$ cat src/rtl/fetch_pkg.sv
/*
 * fetch unit shared constants and types
 * word, jump, memory request and decode-side structs
 */
`default_nettype none

package fetch_pkg;

    localparam int XLEN = 32;   // address and instruction width

    typedef logic [XLEN-1:0] word_t;

    localparam word_t START_ADDR  = '0;             // pc after reset
    localparam word_t NOP_INSTR   = 32'h0000_0013;  // addi x0, x0, 0
    localparam word_t INSTR_BYTES = word_t'(4);     // pc step per instruction

    // instruction queue sizing
    localparam int IQUEUE_DEPTH      = 2;
    localparam int ALMOST_FULL_LEVEL = 1;   // free entries left when almost full

    // taken jump from decode, one cycle strobe
    typedef struct packed {
        logic  taken;
        word_t target;
    } jump_req_t;

    // request to instruction memory
    typedef struct packed {
        logic  en;
        word_t addr;    // word aligned
    } imem_req_t;

    // instruction word with its valid bit
    typedef struct packed {
        logic  valid;
        word_t data;
    } fetch_word_t;

    // registered fetch result toward decode
    typedef struct packed {
        word_t pc;
        word_t instr;
    } fetch_out_t;

endpackage

`default_nettype wire

$ cat src/rtl/fetch_addr_gen.sv
/*
 * fetch address generator
 * holds the fetch address, issues memory requests and filters returned
 * words, then steers them into the instruction queue or straight to issue
 */
`default_nettype none

module fetch_addr_gen (
    input  logic                  clk,
    input  logic                  reset_n,
    input  logic                  enable_i,       // decode takes an instruction
    input  fetch_pkg::jump_req_t  jump_i,
    input  logic                  busy_i,         // memory refuses the request
    input  fetch_pkg::word_t      imem_data_i,
    input  logic                  full_i,
    input  logic                  almost_full_i,
    input  logic                  head_valid_i,   // queue holds a word
    output fetch_pkg::imem_req_t  imem_req_o,
    output fetch_pkg::fetch_word_t mem_word_o,
    output logic                  push_o,
    output logic                  pop_o,
    output logic                  flush_o
);
    import fetch_pkg::*;

    word_t fetch_addr;  // address of the current request
    logic  busy_r;      // no word comes back this cycle
    logic  jumped_r;    // a jump happened last cycle
    logic  room;
    logic  req_en;
    logic  accepted;

    // decode consumption pops the queue, a taken jump empties it
    assign pop_o   = enable_i;
    assign flush_o = jump_i.taken;

    // returned word only counts if its request was accepted and not
    // overtaken by a jump, either last cycle or this one
    assign mem_word_o.valid = !busy_r && !jumped_r && !jump_i.taken;
    assign mem_word_o.data  = imem_data_i;

    // queue it unless issue takes it straight from memory
    assign push_o = mem_word_o.valid && (!enable_i || head_valid_i);

    // a new request is safe if its answer still fits next cycle
    // the word arriving now may take the last free slot
    assign room   = !full_i && !(almost_full_i && mem_word_o.valid);
    assign req_en = enable_i || room;   // a pop frees a slot anyway

    assign imem_req_o.en   = req_en;
    assign imem_req_o.addr = fetch_addr;

    // address holds while memory is busy or the queue has no room
    // and moves on once the held request is taken
    assign accepted = req_en && !busy_i;

    always_ff @(posedge clk or negedge reset_n) begin
        if (!reset_n) begin
            busy_r <= 1'b1;     // nothing in flight out of reset
        end else begin
            busy_r <= !accepted;
        end
    end

    always_ff @(posedge clk or negedge reset_n) begin
        if (!reset_n) begin
            jumped_r <= 1'b1;
        end else begin
            jumped_r <= jump_i.taken;   // drop the word of the old stream
        end
    end

    always_ff @(posedge clk or negedge reset_n) begin
        if (!reset_n) begin
            fetch_addr <= START_ADDR;
        end else if (jump_i.taken) begin
            fetch_addr <= {jump_i.target[XLEN-1:2], 2'b00};  // redirect, word aligned
        end else if (accepted) begin
            fetch_addr <= fetch_addr + INSTR_BYTES;
        end
    end

endmodule

`default_nettype wire

$ cat src/rtl/fetch_unit.sv
/*
 * instruction fetch unit top
 * address generator feeding an instruction queue and the issue register
 */
`default_nettype none

module fetch_unit (
    input  logic                  clk,
    input  logic                  reset_n,
    input  logic                  enable_i,
    input  fetch_pkg::jump_req_t  jump_i,
    input  logic                  busy_i,
    input  fetch_pkg::word_t      imem_data_i,
    output fetch_pkg::imem_req_t  imem_req_o,
    output fetch_pkg::fetch_out_t out_o,
    output logic                  valid_o,
    output logic                  jumping_o
);
    import fetch_pkg::*;

    fetch_word_t mem_word;  // filtered memory answer
    fetch_word_t head;      // oldest queued word
    logic        push;
    logic        pop;
    logic        flush;
    logic        full;
    logic        almost_full;

    fetch_addr_gen u_addr_gen (
        .clk           (clk),
        .reset_n       (reset_n),
        .enable_i      (enable_i),
        .jump_i        (jump_i),
        .busy_i        (busy_i),
        .imem_data_i   (imem_data_i),
        .full_i        (full),
        .almost_full_i (almost_full),
        .head_valid_i  (head.valid),
        .imem_req_o    (imem_req_o),
        .mem_word_o    (mem_word),
        .push_o        (push),
        .pop_o         (pop),
        .flush_o       (flush)
    );

    instr_queue #(
        .DEPTH (IQUEUE_DEPTH)
    ) u_queue (
        .clk           (clk),
        .reset_n       (reset_n),
        .flush_i       (flush),
        .push_i        (push),
        .pop_i         (pop),
        .data_i        (mem_word.data),
        .head_o        (head),
        .full_o        (full),
        .almost_full_o (almost_full)
    );

    issue_stage u_issue (
        .clk        (clk),
        .reset_n    (reset_n),
        .enable_i   (enable_i),
        .jump_i     (jump_i),
        .head_i     (head),
        .mem_word_i (mem_word),
        .out_o      (out_o),
        .valid_o    (valid_o),
        .jumping_o  (jumping_o)
    );

endmodule

`default_nettype wire

$ cat src/rtl/instr_queue.sv
/*
 * instruction queue
 * small ring buffer between memory and issue, with full and almost full
 */
`default_nettype none

module instr_queue #(
    parameter int DEPTH = fetch_pkg::IQUEUE_DEPTH
) (
    input  logic                   clk,
    input  logic                   reset_n,
    input  logic                   flush_i,
    input  logic                   push_i,
    input  logic                   pop_i,
    input  fetch_pkg::word_t       data_i,
    output fetch_pkg::fetch_word_t head_o,
    output logic                   full_o,
    output logic                   almost_full_o
);
    import fetch_pkg::*;

    localparam int PTR_W = (DEPTH > 1) ? $clog2(DEPTH) : 1;
    localparam int CNT_W = $clog2(DEPTH + 1);

    word_t            mem [DEPTH];
    logic [PTR_W-1:0] rd_ptr;
    logic [PTR_W-1:0] wr_ptr;
    logic [CNT_W-1:0] count;    // occupied entries
    logic             do_push;
    logic             do_pop;

    // wrap at DEPTH, not at a power of two
    function automatic logic [PTR_W-1:0] ptr_next(input logic [PTR_W-1:0] ptr);
        return (ptr == PTR_W'(DEPTH - 1)) ? '0 : ptr + 1'b1;
    endfunction

    // flush wins over both, pop on empty is ignored
    assign do_pop  = pop_i && head_o.valid && !flush_i;
    assign do_push = push_i && (!full_o || do_pop) && !flush_i;

    always_ff @(posedge clk or negedge reset_n) begin
        if (!reset_n) begin
            rd_ptr <= '0;
            wr_ptr <= '0;
            count  <= '0;
        end else if (flush_i) begin
            rd_ptr <= '0;
            wr_ptr <= '0;
            count  <= '0;
        end else begin
            if (do_push)
                wr_ptr <= ptr_next(wr_ptr);
            if (do_pop)
                rd_ptr <= ptr_next(rd_ptr);
            if (do_push && !do_pop)
                count <= count + 1'b1;
            else if (do_pop && !do_push)
                count <= count - 1'b1;
        end
    end

    always_ff @(posedge clk) begin
        if (do_push)
            mem[wr_ptr] <= data_i;
    end

    assign head_o.valid  = (count != '0);
    assign head_o.data   = mem[rd_ptr];     // written word shows next cycle
    assign full_o        = (count == CNT_W'(DEPTH));
    assign almost_full_o = (count >= CNT_W'(DEPTH - ALMOST_FULL_LEVEL));

endmodule

`default_nettype wire

$ cat src/rtl/issue_stage.sv
/*
 * issue register
 * picks the oldest valid word and registers pc, instruction and valid
 * toward decode, tracking jump targets for the pc
 */
`default_nettype none

module issue_stage (
    input  logic                   clk,
    input  logic                   reset_n,
    input  logic                   enable_i,
    input  fetch_pkg::jump_req_t   jump_i,
    input  fetch_pkg::fetch_word_t head_i,
    input  fetch_pkg::fetch_word_t mem_word_i,
    output fetch_pkg::fetch_out_t  out_o,
    output logic                   valid_o,
    output logic                   jumping_o
);
    import fetch_pkg::*;

    word_t jump_pc;         // target for the next issued pc
    logic  jump_pending;    // next taken word starts the new stream
    logic  head_ok;
    logic  instr_valid;
    logic  take;
    word_t instr_sel;
    word_t next_pc;

    // queued word is stale once a jump flushes it
    assign head_ok     = head_i.valid && !jump_i.taken;
    assign instr_valid = head_ok || mem_word_i.valid;

    // queue holds older words than memory
    assign instr_sel = head_ok ? head_i.data : mem_word_i.data;
    assign take      = enable_i && instr_valid;
    assign next_pc   = jump_pending ? jump_pc : out_o.pc + INSTR_BYTES;

    always_ff @(posedge clk or negedge reset_n) begin
        if (!reset_n)
            jump_pc <= START_ADDR;  // reset acts as a jump to the start
        else if (jump_i.taken)
            jump_pc <= jump_i.target;
    end

    always_ff @(posedge clk or negedge reset_n) begin
        if (!reset_n)
            jump_pending <= 1'b1;
        else if (jump_i.taken)
            jump_pending <= 1'b1;
        else if (take)
            jump_pending <= 1'b0;   // first target word issued
    end

    always_ff @(posedge clk or negedge reset_n) begin
        if (!reset_n)
            valid_o <= 1'b0;
        else if (enable_i)
            valid_o <= instr_valid;     // holds while decode stalls
    end

    always_ff @(posedge clk or negedge reset_n) begin
        if (!reset_n) begin
            out_o.pc    <= START_ADDR;
            out_o.instr <= NOP_INSTR;
        end else if (take) begin
            out_o.pc    <= next_pc;
            out_o.instr <= instr_sel;
        end
    end

    // decode waits on this until the target arrives
    assign jumping_o = jump_pending;

endmodule

`default_nettype wire

$ cat config.mk
export PLATFORM = sky130hd
export DESIGN_NAME = fetch_unit
export DESIGN_NICKNAME = d
export VERILOG_FILES = /design/src/rtl/fetch_pkg.sv /design/src/rtl/fetch_addr_gen.sv /design/src/rtl/fetch_unit.sv /design/src/rtl/instr_queue.sv /design/src/rtl/issue_stage.sv
export SDC_FILE = /design/constraint.sdc
export NUM_CORES = 1
export LEC_CHECK = 0
export ABC_AREA = 1
export BUFFER_PORTS_ARGS = -buffer_cell sky130_fd_sc_hd__buf_2
export CELL_PAD_IN_SITES_DETAIL_PLACEMENT = 1
export CELL_PAD_IN_SITES_GLOBAL_PLACEMENT = 1
export CORE_MARGIN = 4
export CORE_UTILIZATION = 39
export CTS_BUF_LIST = sky130_fd_sc_hd__clkbuf_8
export DETAILED_ROUTE_END_ITERATION = 10
export MAX_ROUTING_LAYER = met4
export PLACE_DENSITY = 0.78
export SYNTH_ARGS = -nofsm -noshare
export SYNTH_HDL_FRONTEND = slang
export SYNTH_SLANG_ARGS = --single-unit
$ cat constraint.sdc
create_clock -name clk -period 3.1 [get_ports clk]
set_input_delay 0.93 -clock clk [delete_from_list [all_inputs] [get_ports clk]]
set_output_delay 0.93 -clock clk [all_outputs]
set_load 0.05 [all_outputs]
After elaboration in Yosys (flattened, before gate mapping)
Memories as Yosys holds them, arrays and structs flattened.
Cells that the tools add are included.
- RAM bits: 64
- memories kept: 1
- input bits: 69
- register bits after elaboration: 136
- output and inout bits: 99
- logic and storage cells: 71
- multiplexer cells: 17
- $add $sub $neg: 6
- equal/unequal tests: 1
- reduce and logical (&&, ||, !) cells: 34
- order comparisons: 1
- memories (name ; depth ; bits a word ; rd ports ; clocked after Yosys merged registers in ; wr ports ; line ; source):
    u_queue.mem ; 2 ; 32 ; 1 ; 0 ; 1 ; instr_queue.sv:25 ; word_t mem [DEPTH];
- operators by type and width (cell ; number):
    $mux 32 ; 4
    $add 32x3->32 const B ; 2
    $logic_and 1x1->1 ; 14
    $logic_not 1->1 ; 10
    $mux 1 ; 10
    $reduce_bool 2->1 ; 5
    $mux 2 ; 3
    $logic_or 1x1->1 ; 4
    $reduce_bool 3->1 ; 1
    $add 1x1->1 const B ; 2
    $add 2x1->2 const B ; 1
    $eq 2x2->1 const B ; 1
    $ge 2x1->1 const B ; 1
    $sub 2x1->2 const B ; 1

Longest topological paths before layout
- depth after elaboration: 11
- gate-level depth with buffers: 11
- mapped depth without buffers: 10

Hierarchy
Synthesis repeated with hierarchy kept, for this count alone.
- cell total of the unflattened synthesis: 1204
- area, all modules: 10367.4 um2
- modules (own cells, without submodules) (module ; cells each ; area an instance (um2) ; instances):
    issue_stage ; 668 ; 5024.8 ; 1
    instr_queue ; 141 ; 2782.7 ; 1
    fetch_addr_gen ; 395 ; 2560.0 ; 1

Least setup slack after synthesis
No wires, ideal clock.
- path kind: input port to flip-flop
- start: in jump_i[32] (netlist name)
- end: mem u_queue.mem[0][0] (netlist name) (enable)
- setup slack: -11 ps
- buffers on the path: 0
- arrival time: 2690 ps
- stages: 5
- setup time: 421 ps
- data required time: 2679 ps
- cell sequence: nor2_4 nand2_2 nand2_1 nand3_1 nor2_1
- longest elaborated chain between the ends: 7
- elaborated cells between the ends (all ways): 9
- those cells by class: mux (2); reduce/logical (7)
- ends and longest elaborated chain (what ; line ; source):
    from (decl) ; fetch_unit.sv:11 ; input fetch_pkg::jump_req_t jump_i,
    $logic_not 1->1 * ; fetch_addr_gen.sv:39, instr_queue.sv:38, instr_queue.sv:39 ;
    $logic_and 1x1->1 (on tied branches) ; fetch_addr_gen.sv:39, instr_queue.sv:38 ;
    $logic_and 1x1->1 or $logic_or 1x1->1 (tied branches) ; fetch_addr_gen.sv:43, instr_queue.sv:39 ;
    $logic_and 1x1->1 ; instr_queue.sv:39 ; assign do_push = push_i && (!full_o || do_pop) && !flush_i;
    $logic_and 1x1->1 * ; instr_queue.sv:39 ;
    $mux 1 * ; instr_queue.sv:63 ; if (do_push)
    $mux 1 (implied by the code) * ; instr_queue.sv:64 ; mem[wr_ptr] <= data_i;
    to (decl) ; instr_queue.sv:25 ;
Mark *: on every way between the ends. The rest lies on a longest branch, timed or not.

==> flow_metrics.py <==
metrics = {
    "yosys": {
        "syn_avg_cell_area_um2": 8.40,
        "yosysTopAreaCellShare_pct": 32.8,
        "synth-seq-cells": 198,
        "synth_cells": 1164,
        "ys_types": 36,
        "ys_warn_count": 0,
        "synth-edff-count": 64,
        "yosys-top-cells-count": "nand2_1, dfrtp_1, nor2_1",
        "yosys-top-cells-area": "dfrtp_1, edfxtp_1, nand2_1",
        "syn-cell-area_um2": 9780,
        "yosysSeqAreaShare_pct": 54.0,
        "async_flop_share_pct": 67.7,
        "synth_most_common_cell": "nand2_1",
        "yosys.area.top_type": "dfrtp_1",
        "synthFlopType": "dfrtp_1",
    },
    "clock_tree": {
        "cts_hold_buf": 0,
        "cts_setup_buffers": 0,
        "cts_buffer_depth": 2,
        "path_clk_slew_ns": 0.11,
        "cts_resized": 0,
        "cts_tree": "yes",
        "cts-buffers-inserted": 17,
        "cts.sinks": 198,
        "htree_levels": 4,
        "clkLatencyLatePin_ns": 0.49,
        "cts_root_buffer": "clkbuf_8",
    },
    "global_route": {
        "overflow": 0,
        "grt_pass1_wl_um": 49300,
        "grtUsageTotal_pct": 22.5,
        "grt_antenna_before_repair": 0,
        "grt_max_degree": 84,
        "first_global_vias": 9012,
    },
    "place": {
        "io_buffers": 165,
        "place.gp.congestion": 0.855,
        "dp.cells": 1620,
        "dp_hpwl_um": 21500,
    },
    "die": {
        "dieArea_um2": 27700,
        "fp.dieH_um": 166,
        "io_pins": 168,
        "floorplan.rows": 57,
        "start_util_pct": 40.0,
        "core_area_um2": 24500,
        "die_w_um": 166,
    },
    "critical_path": {
        "crit_type": "primary input to output port",
        "crit_arrival_ns": 1.69,
        "startpoint_type": "primary input",
        "cp_slowest_cell": "buf_2",
        "crit_chain": "buf_2 > inv_2 > nand2_2 > nand2_1 > nand2_2 > buf_2",
        "cp.required_ns": 2.17,
        "critical-path-top-delay-family": "buffers and inverters",
        "critPathMaxFanout": 4,
        "endpoint_kind": "output port",
        "path_buf_inv": 3,
        "crit_path_max_incr_delay_ns": 0.28,
    },
    "drt": {
        "vias": 8552,
        "viasPerCell": 5.18,
        "drt-initial-drc-count": 418,
        "drt-total-wl_um": 30000,
        "dr.pass1.iters": 5,
        "detail_route.wl_per_cell_um": 18.2,
        "antenna_left": 0,
        "drc": 0,
    },
    "finish": {
        "fillCellCount": 3015,
        "multiInputGateArea_um2": 3920,
        "drive_gt1_share_pct": 18.3,
        "syn_to_final_growth_pct": 16.4,
        "antenna_cells": 0,
        "fin_nets": 1388,
        "fin_cells": 1652,
        "regArea_um2": 5280,
    },
    "outcome": {
        "status": "complete, no violations",
    },
    "power_and_ir_drop": {
        "p_leak_nw": 5.04,
        "peakVddDrop_mv": 0.404,
        "p_per_area_nw_per_um2": 870,
    },
    "sta": {
        "slew-limit-headroom_pct": 32.8,
        "hold_violations": 0,
        "skew_ns": 0.0175,
        "timing.fmax_mhz": 382,
        "tns_ns": 0,
        "period_needed_ns": 2.62,
        "tightest_slew_ns": 1.01,
        "fin_crit_sh_pct": 84.5,
        "rsz0062_at_grt": "false",
        "hold_slack_ns": 0.430,
        "final-max-slew-violation-count": 0,
        "setup_violations": 0,
    },
    "min_path": {
        "min_path_type": "primary input to asynchronous set/reset pin",
    },
    "flow_run": {
        "cap_violations": 0,
    },
}
## per-layer routing
metal | up-vias | global-route usage, % | part of all wire, %
met1 | 4255 | 31.0 | 47
met4 | 0 | 4.41 | 1.0
met3 | 22 | 3.07 | 3.3
li1 | 4116 | - | -
met5 | - | - | 0
met2 | 159 | 36.3 | 49
## layout make-up
type / count / share of cell area (%)
Clock buffer: 17 / 2.06
Tap cell: 324 / 3.56
Timing Repair Buffer: 182 / 8.87
Clock inverter: 15 / 1.91
Inverter: 84 / 2.77
Sequential cell: 198 / 46.4
Multi-Input combinational cell: 832 / 34.4
## per-stage QoR
| stage | setup WS (ns) | utilization [%] | cell area (um^2) | power, mW |
|---|---|---|---|---|
| finish | 0.479 | 46.5 | 11400 | 9.91 |
| global placement | 0.486 | 44.7 | 10900 | 8.01 |
| floorplan | -0.0109 | - | 9780 | 6.89 |
| global route | 0.426 | 46.5 | 11400 | 10.5 |
| CTS | 0.471 | 46.5 | 11400 | 9.99 |
| detailed placement | 0.475 | 44.7 | 10900 | 8.13 |
## sequential cells by signal (all words and copies together) (netlist names)
register	cells
u_queue.mem	64
u_issue.out_o	64
u_queue.count	2
u_queue.rd_ptr	1
u_addr_gen.busy_r	1
u_issue.valid_o	1
u_queue.wr_ptr	1
u_addr_gen.fetch_addr	30
u_issue.jump_pc	32
u_addr_gen.jumped_r	1
u_issue.jumping_o	1
## final timing paths
kind / start / endpoint / slack, ns / cells after the start
worst max-delay path: jump_i[32] / imem_req_o[32] / 0.48 / 6
worst min-delay path: reset_n / u_addr_gen.fetch_addr[24] / 0.43 / 1
worst max register to register: u_queue.count[0] / u_issue.out_o[35] / 0.87 / 10
worst min register to register: u_issue.jump_pc[18] / u_issue.jump_pc[18] / 0.49 / 2
max in group asynchronous: reset_n / u_issue.out_o[0] / 1.91 / 2
min in group clk: u_issue.jump_pc[18] / u_issue.jump_pc[18] / 0.49 / 2
## cells by family (layout without fill, tap and decap cells)
| logic type | after synthesis | after routing | synth area share [%] |
|---|---|---|---|
| flip-flops | 198 | 198 | 54.0 |
| buffers and inverters | 135 | 298 | 6.07 |
| AO/OA/AOI/OAI | 203 | 203 | 11.9 |
| AND/OR/NAND/NOR | 601 | 601 | 25.5 |
| other | 1 | 2 | 0.0384 |
| adder cells (fa/ha/maj) | 4 | 4 | 0.512 |
| XOR/XNOR | 22 | 22 | 1.97 |
## placed cells by master, fill, tap and decap left out, types with 5 or more instances in the layout
cell type,count
buf_4,13
o21a_1,32
nand2_1,364
a21oi_1,22
edfxtp_1,64
buf_2,164
nor2_1,124
clkbuf_8,17
dfrtp_1,128
dfstp_2,6
nor2_2,8
o21ai_0,107
nand3b_1,16
o211ai_1,7
inv_1,81
xor2_1,18
a31oi_1,32
nand3_1,69
clkinv_8,5
## power breakdown
group          total [mW]  internal [mW]  switching [mW]
Clock                1.84          0.721            1.12
Sequential           3.89           3.27           0.615
Combinational        4.18           1.02            3.16
Note: power is estimated with default switching activity, not from simulation.
